[config.mk]
export PLATFORM = sky130hd
export DESIGN_NAME = conv_top
export DESIGN_NICKNAME = d
export VERILOG_FILES = /design/src/logic/conv_pkg.sv /design/src/logic/conv_ctrl.sv /design/src/logic/window_fetch.sv /design/src/logic/weight_decode.sv /design/src/logic/mac_unit.sv /design/src/logic/output_quant.sv /design/src/logic/conv_top.sv
export VERILOG_INCLUDE_DIRS = /design/src /design/src/logic
export SDC_FILE = /design/constraint.sdc
export NUM_CORES = 2
export LEC_CHECK = 0
export BUFFER_PORTS_ARGS = -buffer_cell sky130_fd_sc_hd__buf_2
export CAP_MARGIN = 10
export CELL_PAD_IN_SITES_DETAIL_PLACEMENT = 1
export CELL_PAD_IN_SITES_GLOBAL_PLACEMENT = 2
export CORE_ASPECT_RATIO = 1.25
export CORE_MARGIN = 1
export CORE_UTILIZATION = 35
export CTS_BUF_LIST = sky130_fd_sc_hd__clkbuf_4
export DETAILED_ROUTE_END_ITERATION = 10
export GPL_TIMING_DRIVEN = 1
export HOLD_SLACK_MARGIN = 0.12
export PLACE_DENSITY = 0.78
export SYNTH_ARGS = -nofsm -noshare
export SYNTH_HDL_FRONTEND = slang
export SYNTH_SLANG_ARGS = --single-unit
[constraint.sdc]
create_clock -name clk -period 23.4 [get_ports clk]
set_input_delay 2.34 -clock clk [delete_from_list [all_inputs] [get_ports clk]]
set_output_delay 2.34 -clock clk [all_outputs]
set_load 0.02 [all_outputs]
[src/logic/conv_macros.svh]
`ifndef CONV_MACROS_SVH
`define CONV_MACROS_SVH

// sample and weight width
`define DATA_W 8
// 3x3 window
`define TAPS 9
`define CODE_W 2

`define ACC_W 24
`define BIAS_W 16
`define ADDR_W 16

// map size and channel/kernel counts
`define DIM_W 6
`define CNT_W 10

// requantize back to int8
`define QUANT_SHIFT 5

`endif

[src/logic/conv_pkg.sv]
`include "conv_macros.svh"

package conv_pkg;

	typedef logic signed [`DATA_W-1:0] data_t;
	typedef logic signed [`DATA_W-1:0] weight_t;

	// nine 2-bit codes, tap 0 in the low bits
	typedef logic [`TAPS*`CODE_W-1:0] code_word_t;
	// four int8 weights, code 0 in the low byte
	typedef logic [4*`DATA_W-1:0] codebook_t;

	typedef logic signed [`ACC_W-1:0] acc_t;
	typedef logic signed [`BIAS_W-1:0] bias_t;
	typedef logic [`ADDR_W-1:0] addr_t;
	typedef logic [`DIM_W-1:0] dim_t;
	typedef logic [`CNT_W-1:0] cnt_t;
	typedef logic [$clog2(`TAPS)-1:0] tap_t;

	typedef enum logic [2:0] {
		IDLE,
		BIAS,
		CODE,
		TAPS,
		MAC,
		WRITE,
		DONE
	} state_t;

endpackage

[src/logic/conv_ctrl.sv]
`timescale 1ns/1ns
`include "conv_macros.svh"

module conv_ctrl (
	input  logic             clk,
	input  logic             rst,
	input  logic             start,
	input  conv_pkg::dim_t   num_row,
	input  conv_pkg::cnt_t   num_channel,
	input  conv_pkg::cnt_t   num_kernel,
	output logic             finish,
	output conv_pkg::state_t state,
	output conv_pkg::dim_t   row,
	output conv_pkg::dim_t   col,
	output conv_pkg::cnt_t   ch,
	output conv_pkg::cnt_t   kernel,
	output conv_pkg::tap_t   tap,
	output logic             tap_req,
	output logic             code_rd,
	output conv_pkg::addr_t  code_addr,
	output logic             bias_rd,
	output conv_pkg::addr_t  bias_addr,
	output logic             bias_load,
	output logic             code_load,
	output logic             pixel_start,
	output logic             out_wr_req,
	output conv_pkg::addr_t  wr_addr,
	output conv_pkg::dim_t   map_size
);
	import conv_pkg::*;

	cnt_t n_ch;
	cnt_t n_ker;
	addr_t plane;
	// second cycle of a bias or code read
	logic step;

	always_ff @(posedge clk) begin
		if (state == IDLE && start) begin
			map_size <= num_row;
			n_ch <= num_channel;
			n_ker <= num_kernel;
		end
	end

	always_ff @(posedge clk or negedge rst) begin
		if (!rst) begin
			state <= IDLE;
			step <= 1'b0;
			tap <= '0;
			row <= '0;
			col <= '0;
			ch <= '0;
			kernel <= '0;
			finish <= 1'b0;
		end else begin
			case (state)
				IDLE: if (start) begin
					state <= BIAS;
					kernel <= '0;
					finish <= 1'b0;
				end
				BIAS: begin
					step <= ~step;
					if (step) begin
						state <= CODE;
						row <= '0;
						col <= '0;
						ch <= '0;
					end
				end
				CODE: begin
					step <= ~step;
					if (step) begin
						state <= TAPS;
						tap <= '0;
					end
				end
				TAPS: begin
					tap <= tap + 1'b1;
					if (tap == tap_t'(`TAPS - 1))
						state <= MAC;
				end
				// last tap lands here
				MAC: if (ch == n_ch - 1'b1) begin
					state <= WRITE;
				end else begin
					ch <= ch + 1'b1;
					state <= CODE;
				end
				WRITE: begin
					ch <= '0;
					state <= CODE;
					if (col != map_size - 1'b1) begin
						col <= col + 1'b1;
					end else begin
						col <= '0;
						if (row != map_size - 1'b1) begin
							row <= row + 1'b1;
						end else begin
							row <= '0;
							if (kernel == n_ker - 1'b1) begin
								state <= DONE;
							end else begin
								kernel <= kernel + 1'b1;
								state <= BIAS;
							end
						end
					end
				end
				// last write goes out this cycle
				DONE: begin
					finish <= 1'b1;
					state <= IDLE;
				end
				default: state <= IDLE;
			endcase
		end
	end

	assign bias_rd = (state == BIAS) && !step;
	assign bias_load = (state == BIAS) && step;
	assign code_rd = (state == CODE) && !step;
	assign code_load = (state == CODE) && step;
	assign pixel_start = code_load && (ch == '0);
	assign tap_req = (state == TAPS);
	assign out_wr_req = (state == WRITE);

	assign bias_addr = addr_t'(kernel);
	assign code_addr = addr_t'(kernel) * addr_t'(n_ch) + addr_t'(ch);
	assign plane = addr_t'(map_size) * addr_t'(map_size);
	assign wr_addr = addr_t'(kernel) * plane + addr_t'(row) * addr_t'(map_size) + addr_t'(col);

endmodule

[src/logic/window_fetch.sv]
`timescale 1ns/1ns
`include "conv_macros.svh"

module window_fetch (
	input  logic            clk,
	input  logic            rst,
	input  logic            tap_req,
	input  conv_pkg::tap_t  tap,
	input  conv_pkg::dim_t  row,
	input  conv_pkg::dim_t  col,
	input  conv_pkg::cnt_t  ch,
	input  conv_pkg::dim_t  num_row,
	output conv_pkg::addr_t in_addr,
	output logic            in_rd,
	input  conv_pkg::data_t in_data,
	output logic            tap_valid,
	output conv_pkg::tap_t  tap_index,
	output conv_pkg::data_t tap_data
);
	import conv_pkg::*;

	logic [1:0] tr;
	logic [1:0] tc;
	// coordinates shifted by one so the top/left pad is zero
	logic [`DIM_W:0] r_p;
	logic [`DIM_W:0] c_p;
	logic pad;
	logic pad_q;
	addr_t plane;

	always_comb begin
		if (tap < tap_t'(3)) begin
			tr = 2'd0;
			tc = 2'(tap);
		end else if (tap < tap_t'(6)) begin
			tr = 2'd1;
			tc = 2'(tap - tap_t'(3));
		end else begin
			tr = 2'd2;
			tc = 2'(tap - tap_t'(6));
		end
	end

	assign r_p = {1'b0, row} + tr;
	assign c_p = {1'b0, col} + tc;
	assign pad = (r_p == '0) || (c_p == '0) || (r_p > num_row) || (c_p > num_row);

	assign plane = addr_t'(num_row) * addr_t'(num_row);
	assign in_addr = addr_t'(ch) * plane + addr_t'(r_p - 1'b1) * addr_t'(num_row)
		+ addr_t'(c_p - 1'b1);
	// padding taps never touch memory
	assign in_rd = tap_req && !pad;

	always_ff @(posedge clk or negedge rst) begin
		if (!rst) begin
			tap_valid <= 1'b0;
			pad_q <= 1'b0;
		end else begin
			tap_valid <= tap_req;
			pad_q <= pad;
		end
	end

	always_ff @(posedge clk) begin
		tap_index <= tap;
	end

	assign tap_data = pad_q ? '0 : in_data;

endmodule

[src/logic/weight_decode.sv]
`timescale 1ns/1ns
`include "conv_macros.svh"

module weight_decode (
	input  logic                clk,
	input  logic                rst,
	input  logic                start,
	input  conv_pkg::codebook_t w8,
	input  logic                code_load,
	input  conv_pkg::code_word_t code_data,
	input  conv_pkg::tap_t      tap_index,
	output conv_pkg::weight_t   weight
);
	import conv_pkg::*;

	codebook_t book;
	code_word_t code_word;
	logic [`CODE_W-1:0] code;

	always_ff @(posedge clk or negedge rst) begin
		if (!rst) begin
			book <= '0;
			code_word <= '0;
		end else begin
			if (start)
				book <= w8;
			if (code_load)
				code_word <= code_data;
		end
	end

	// code of the returning tap picks one codebook byte
	assign code = code_word[tap_index*`CODE_W +: `CODE_W];
	assign weight = weight_t'(book[code*`DATA_W +: `DATA_W]);

endmodule

[src/logic/mac_unit.sv]
`timescale 1ns/1ns
`include "conv_macros.svh"

module mac_unit (
	input  logic              clk,
	input  logic              rst,
	input  logic              bias_load,
	input  conv_pkg::bias_t   bias_data,
	input  logic              pixel_start,
	input  logic              tap_valid,
	input  conv_pkg::data_t   tap_data,
	input  conv_pkg::weight_t weight,
	output conv_pkg::acc_t    acc
);
	import conv_pkg::*;

	bias_t bias_q;
	logic signed [2*`DATA_W-1:0] prod;

	// held for the whole kernel
	always_ff @(posedge clk) begin
		if (bias_load)
			bias_q <= bias_data;
	end

	assign prod = tap_data * weight;

	always_ff @(posedge clk or negedge rst) begin
		if (!rst)
			acc <= '0;
		else if (pixel_start)
			acc <= acc_t'(bias_q);
		else if (tap_valid)
			acc <= acc + acc_t'(prod);
	end

endmodule

[src/logic/output_quant.sv]
`timescale 1ns/1ns
`include "conv_macros.svh"

module output_quant (
	input  logic            clk,
	input  logic            rst,
	input  logic            out_wr_req,
	input  conv_pkg::addr_t addr_in,
	input  conv_pkg::acc_t  acc,
	output logic            out_wr,
	output conv_pkg::addr_t out_addr,
	output conv_pkg::data_t out_data
);
	import conv_pkg::*;

	acc_t shifted;
	data_t clamped;

	assign shifted = acc >>> `QUANT_SHIFT;

	// saturate to int8
	always_comb begin
		if (shifted > 127)
			clamped = 8'sh7f;
		else if (shifted < -128)
			clamped = 8'sh80;
		else
			clamped = data_t'(shifted);
	end

	always_ff @(posedge clk or negedge rst) begin
		if (!rst)
			out_wr <= 1'b0;
		else
			out_wr <= out_wr_req;
	end

	always_ff @(posedge clk) begin
		if (out_wr_req) begin
			out_addr <= addr_in;
			out_data <= clamped;
		end
	end

endmodule

[src/logic/conv_top.sv]
`timescale 1ns/1ns

module conv_top (
	input  logic                 clk,
	input  logic                 rst,
	input  logic                 start,
	input  conv_pkg::codebook_t  w8,
	input  conv_pkg::dim_t       num_row,
	input  conv_pkg::cnt_t       num_channel,
	input  conv_pkg::cnt_t       num_kernel,
	output logic                 finish,
	output conv_pkg::addr_t      in_addr,
	output logic                 in_rd,
	input  conv_pkg::data_t      in_data,
	output conv_pkg::addr_t      code_addr,
	output logic                 code_rd,
	input  conv_pkg::code_word_t code_data,
	output conv_pkg::addr_t      bias_addr,
	output logic                 bias_rd,
	input  conv_pkg::bias_t      bias_data,
	output conv_pkg::addr_t      out_addr,
	output logic                 out_wr,
	output conv_pkg::data_t      out_data
);
	import conv_pkg::*;

	dim_t row;
	dim_t col;
	dim_t map_size;
	cnt_t ch;
	tap_t tap;
	tap_t tap_index;
	logic tap_req;
	logic tap_valid;
	logic bias_load;
	logic code_load;
	logic pixel_start;
	logic out_wr_req;
	addr_t wr_addr;
	data_t tap_data;
	weight_t weight;
	acc_t acc;

	conv_ctrl u_ctrl (
		.clk(clk), .rst(rst), .start(start),
		.num_row(num_row), .num_channel(num_channel), .num_kernel(num_kernel),
		.finish(finish), .state(), .row(row), .col(col), .ch(ch), .kernel(),
		.tap(tap), .tap_req(tap_req), .code_rd(code_rd), .code_addr(code_addr),
		.bias_rd(bias_rd), .bias_addr(bias_addr), .bias_load(bias_load),
		.code_load(code_load), .pixel_start(pixel_start), .out_wr_req(out_wr_req),
		.wr_addr(wr_addr), .map_size(map_size)
	);

	window_fetch u_fetch (
		.clk(clk), .rst(rst), .tap_req(tap_req), .tap(tap),
		.row(row), .col(col), .ch(ch), .num_row(map_size),
		.in_addr(in_addr), .in_rd(in_rd), .in_data(in_data),
		.tap_valid(tap_valid), .tap_index(tap_index), .tap_data(tap_data)
	);

	weight_decode u_weight (
		.clk(clk), .rst(rst), .start(start), .w8(w8),
		.code_load(code_load), .code_data(code_data),
		.tap_index(tap_index), .weight(weight)
	);

	mac_unit u_mac (
		.clk(clk), .rst(rst), .bias_load(bias_load), .bias_data(bias_data),
		.pixel_start(pixel_start), .tap_valid(tap_valid), .tap_data(tap_data),
		.weight(weight), .acc(acc)
	);

	output_quant u_quant (
		.clk(clk), .rst(rst), .out_wr_req(out_wr_req), .addr_in(wr_addr), .acc(acc),
		.out_wr(out_wr), .out_addr(out_addr), .out_data(out_data)
	);

endmodule

# [Word level (Yosys, flattened, before mapping)]
# Index checks and enable logic that the tools add are counted.
[totals] regBits=188 input_bits=103 output_inout_bits=77
[op_classes] n_addsub=20 n_mul=7 n_lt_le_gt_ge=6 n_eq_ne=19 n_shift=2 mux=35 bitwise_logic=1 n_reduce_logical=30
[ops] op="10-bit two-way mux" count=6
[ops] op="24-bit two-way mux" count=2
[ops] op="16-bit adder" count=2
[ops] op="10-bit by 12-bit multiplier with 16-bit output" count=2
[ops] op="32-bit by 6-bit indexed part select with 8-bit output" count=1
[ops] op="10-bit one-hot mux with 3 select lines" count=1
[ops] op="24-bit by 16-bit adder with 24-bit output" count=1
[ops] op="6-bit by 6-bit multiplier with 12-bit output" count=2
[ops] op="3-bit two-way mux" count=8
[ops] op="6-bit two-way mux" count=4
[ops] op="6-bit one-hot mux with 2 select lines" count=2
[ops] op="10-bit by 1-bit adder with 10-bit output, second input constant" count=2
[ops] op="10-bit == test" count=2
[ops] op="10-bit one-hot mux with 2 select lines" count=1
[ops] op="10-bit by 1-bit subtractor with 10-bit output, second input constant" count=2
[ops] op="19-bit by 8-bit > comparator with 1-bit output, second input constant" count=1
[ops] op="19-bit by 8-bit less-than comparator with 1-bit output, second input constant" count=1
[ops] op="3-bit one-hot mux with 6 select lines" count=1
[ops] op="18-bit by 6-bit indexed part select with 2-bit output" count=1
[ops] op="16-bit by 10-bit adder with 16-bit output" count=1
[ops] op="16-bit by 12-bit adder with 16-bit output" count=1
[ops] op="16-bit by 6-bit adder with 16-bit output" count=1
[ops] op="10-bit by 10-bit multiplier with 16-bit output" count=1
[ops] op="16-bit by 6-bit multiplier with 16-bit output" count=1
[ops] op="other kinds (37)" count=73

# [Longest topological paths before layout]
[logic_depth] word_depth=10 mapped_depth=36

# [Hierarchy]
# From an unflattened synthesis, not the netlist that was laid out.
[hier_totals] cells_unflattened=3004 area_unflattened_um2=28651.2
[modules_own_cells] module="conv_ctrl" instances=1 cells_each=1429 area_per_inst_um2=12522.0 seq_area_each_um2=1806.7
[modules_own_cells] module="window_fetch" instances=1 cells_each=819 area_per_inst_um2=7100.6 seq_area_each_um2=130.1
[modules_own_cells] module="mac_unit" instances=1 cells_each=540 area_per_inst_um2=5665.4 seq_area_each_um2=1081.0
[modules_own_cells] module="weight_decode" instances=1 cells_each=175 area_per_inst_um2=2498.6 seq_area_each_um2=1251.2
[modules_own_cells] module="output_quant" instances=1 cells_each=41 area_per_inst_um2=864.6 seq_area_each_um2=745.7

# [Least setup slack after synthesis]
# No wires, ideal clock.
[synth_path] kind="reg2out" startpoint="reg u_ctrl.map_size[0]" endpoint="out in_addr[15]" arrival_ps=8829 t_required_ps=21060 path_slack_ps=12231 path_stages_with_launch=35 n_path_buf=2 path_cell_list="edfxtp_1 clkbuf_1 clkbuf_1 nand2_1 fa_1 inv_1 ha_1 a21oi_1 fa_1 inv_1 ha_1 a21oi_1 nand2_1 a311oi_1 o21bai_1 a21o_1 xnor2_1 nand2_1 fa_1 inv_1 fa_1 fa_1 fa_1 inv_1 fa_1 fa_1 xnor2_1 xnor2_1 xnor2_1 xnor3_1 xnor2_1 xnor2_1 xnor3_1 xnor2_1 xnor2_1"
[synth_between] elab_chain_cells=4 word_cells_on_any_way=5 cone_classes="add/sub (2); mul (3)"
[synth_rtl] item="from (decl)" line_no="conv_ctrl.sv:28" text="output conv_pkg::dim_t map_size"
[synth_rtl] item="from (signal assigned)" line_no="conv_ctrl.sv:40" text="map_size <= num_row;"
[synth_rtl] item="6-bit by 6-bit multiplier with 12-bit output" line_no="window_fetch.sv:48" text="assign plane = addr_t'(num_row) * addr_t'(num_row);"
[synth_rtl] item="10-bit by 12-bit multiplier with 16-bit output" line_no="window_fetch.sv:49" text="assign in_addr = addr_t'(ch) * plane + addr_t'(r_p - 1'b1) * addr_t'(num_row)"
[synth_rtl] item="16-bit adder (*)" line_no="window_fetch.sv:49"
[synth_rtl] item="16-bit adder (*)" line_no="window_fetch.sv:50" text="+ addr_t'(c_p - 1'b1);"
[synth_rtl] item="to (decl)" line_no="conv_top.sv:12" text="output conv_pkg::addr_t in_addr,"
# Every way passes the cells marked *; elsewhere a longest branch is shown, timed or not.

# [Worst setup path after layout]
[layout_path] startpoint="reg u_ctrl.map_size[2]" endpoint="out in_addr[15]"
# The elaborated chain is that of the path after synthesis.

==> metrics.md <==
| Metric | Value |
|---|---|
| Final-report hold violation count | `0` |
| CP Launch Type | `flip-flop` |
| Syn avg cell area | `9.47 um2` |
| Longest Clk Path Bufs | `2` |
| Slew Viols, Final | `0` |
| CP max FO | `21` |
| Area Growth Syn to Fin | `8.52%` |
| Antenna violations before repair | `2` |
| Starting Density | `0.355` |
| Status | `completed` |
| Reg clk slew, reported paths | `0.19 ns` |
| WL/cell | `18.7 um` |
| Die W | `251 um` |
| Core Region | `76500 um2` |
| Gr usage total | `0.202` |
| Setup bufs post-CTS | `0` |
| Post-route DRC | `0` |
| Die height | `314 um` |
| Routability cong. | `0.861` |
| Die ar. | `78800 um2` |
| # clock sinks | `188` |
| Number of global-route vias before repair | `22900` |
| Max cap viols | `0` |
| Worst Hold Class | `flip-flop to flip-flop` |
| Final Setup Violations | `0` |
| Root buf cell | `clkbuf_4` |
| Largest net degree at the start of global routing | `65` |
| Tmin final | `13.21 ns` |
| Resized cells post-CTS | `0` |
| Grt ovf | `0` |
| Worst Skew | `0.0340 ns` |
| Routed Antenna Nets | `0` |
| First-pass GRT wire length | `124 mm` |
| Unique masters post-synth | `77` |
| FMAX | `75.7 MHz` |
| Detailed-route via count | `19700` |
| Most frequent CP cell | `xnor2_1` |
| Row cnt | `113` |
| Drt pass-1 iters | `5` |
| CP required | `21.06 ns` |
| Hold_buf cts | `0` |
| I/O Buffers | `173` |
| WS Path Type | `flip-flop to output port` |
| Critical-path top delay cell | `edfxtp_1` |
| Final worst-path cycle share | `0.565` |
| Post-synthesis async set-or-reset flop share | `0.628` |
| Gate Count Post-Synth | `2871` |
| EDFF count, synth | `66` |
| CTS tree | `built` |
| CTS buffer count | `17` |
| Clock Latency Late Sink | `0.74 ns` |
| Vias per cell | `4.88` |
| Number of synthesized register bits | `188` |
| Synth Warn # | `0` |
| Top FF cell, synth | `dfrtp_1` |
| Post-synthesis sequential area ratio | `0.184` |
| Routed WL | `75.5 mm` |
| Cell taking the most area after synthesis | `fa_1` |
| Mapped cell area | `27200 um2` |
| Crit path capture type | `output port` |
| Ports | `180` |
| CP Data Arrival Time | `10.87 ns` |
| Top cells by area, synth | `fa_1 30%, ha_1 12%, dfrtp_1 11%` |
| Layout Nets | `3762` |
| TNS Setup | `0 ns` |
| RSZ-0062 raised after global routing | `false` |
| Tightest Pin Transition | `1.15 ns` |
| Crit-path max cell delay | `0.97 ns` |
| # H-tree levels | `4` |
| Share of post-route cells with drive strength above 1 | `0.110` |
| Slew margin rel. | `0.226` |
| Initial DRC count | `790` |
| DP HPWL | `61.9 mm` |
| Top cell type's share of synthesized area | `0.299` |
## layout by cell type (no fill, tap or decap), drive strengths merged, types with 9 or more instances in the layout
cell type,count
fa,406
inv,585
mux2i,27
a21oi,58
o21a,14
ha,262
nor3,40
edfxtp,66
o21ai,77
a31oi,14
dfrtp,118
nand2,310
and2,173
a21o,10
nand4,9
nand3,33
clkinv,10
buf,213
mux2,59
a211oi,10
xor2,35
xnor2,131
nand2b,26
nor2b,25
nor4,14
a21boi,9
o31ai,9
nor2,142
clkbuf,18
and3,10
## final cells by class
type,instances,area [um2]
fill,8868,47000
multi-input combinational,1989,19500
sequential,188,5010
inverter,582,2180
tap,1035,1290
timing repair buffer,213,1170
clock inverter,14,154
clock buffer,18,135
antenna,3,7.51
## metal layers
metal,GRT usage,share of wire
met4,0.0657,0.031
met1,0.237,0.41
met3,0.0206,0.021
met5,0,0
met2,0.380,0.54
## synthesized netlist by cell type, types with 7 or more instances
cell type / number
nor4_1: 13
nand3_1: 32
o31ai_1: 9
o21ai_0: 71
nor3_1: 36
xor2_1: 35
and2_1: 173
clkbuf_1: 102
a31oi_1: 14
inv_1: 578
o21a_1: 14
a21oi_1: 58
edfxtp_1: 66
ha_1: 262
dfrtp_1: 118
buf_4: 7
fa_1: 406
nand4_1: 9
nand2_1: 309
mux2_2: 59
a21o_1: 10
mux2i_1: 27
nor2b_1: 25
nand2b_1: 26
a21boi_0: 9
and3_1: 10
a211oi_1: 9
xnor2_1: 131
nor2_1: 140
## path summary, 6_finish.rpt
| check | from | end | slack (ns) | cells after the start |
|---|---|---|---|---|
| worst max-delay path | u_ctrl.map_size[2]$_DFFE_PP_ | in_addr[15] | 10.19 | 31 |
| worst min-delay path | u_mac.bias_q[11]$_DFFE_PP_ | u_mac.acc[11]$_DFFE_PN0P_ | 0.49 | 2 |
| worst max register to register | u_ctrl.map_size[2]$_DFFE_PP_ | u_quant.out_addr[15]$_DFFE_PP_ | 12.69 | 33 |
| worst min register to register | u_mac.bias_q[11]$_DFFE_PP_ | u_mac.acc[11]$_DFFE_PN0P_ | 0.49 | 2 |
| max in group asynchronous | rst | u_ctrl.kernel[9]$_DFFE_PN0P_ | 20.36 | 2 |
| min in group asynchronous | rst | u_weight.book[15]$_DFFE_PN0P_ | 1.69 | 1 |
## metrics by stage
stage               setup slack [ns]   util  cell area, um2  hold slack (ns)  cells
floorplan                      12.23      -           27200            0.345   2876
global placement               11.27  0.382           29200            0.457   4007
detailed placement             10.92  0.382           29200            0.454   4007
CTS                             9.99  0.386           29500            0.503   4039
global route                    9.49  0.386           29500            0.527   4042
finish                         10.19  0.386           29500            0.493   4042
## worst max-delay path: cells and delay by family, from the launching register on
family	cells	cell delay (ns)
AOI/OAI and AO/OA	3	0.58
xor gates and xnor gates	12	3.08
adders and majority gates	9	4.27
buffers and inverters	4	0.58
DFF	1	0.97
and+or+nand+nor	3	0.61
## kinds of logic (layout without fill, tap and decap cells)
family	count (synthesis)	in the layout	share of synthesized area
muxes	90	90	0.0377
AOI/OAI and AO/OA	244	244	0.0565
DFF	188	188	0.184
other	1	9	0.000138
buffers and inverters	699	827	0.0976
xor gates and xnor gates	172	172	0.0585
adders and majority gates	668	668	0.420
and+or+nand+nor	809	809	0.146
## registers in the layout, indices dropped and copies added (netlist names), 10 cells and up
register	count
u_mac.bias_q	16
u_weight.book	32
u_ctrl.n_ker	10
u_ctrl.n_ch	10
u_mac.acc	24
u_weight.code_word	18
u_ctrl.ch	10
u_ctrl.kernel	10
u_quant.out_addr	16
Power is not shown: default switching activity piles up to over one toggle a cycle in this logic, so the estimate is an artifact.
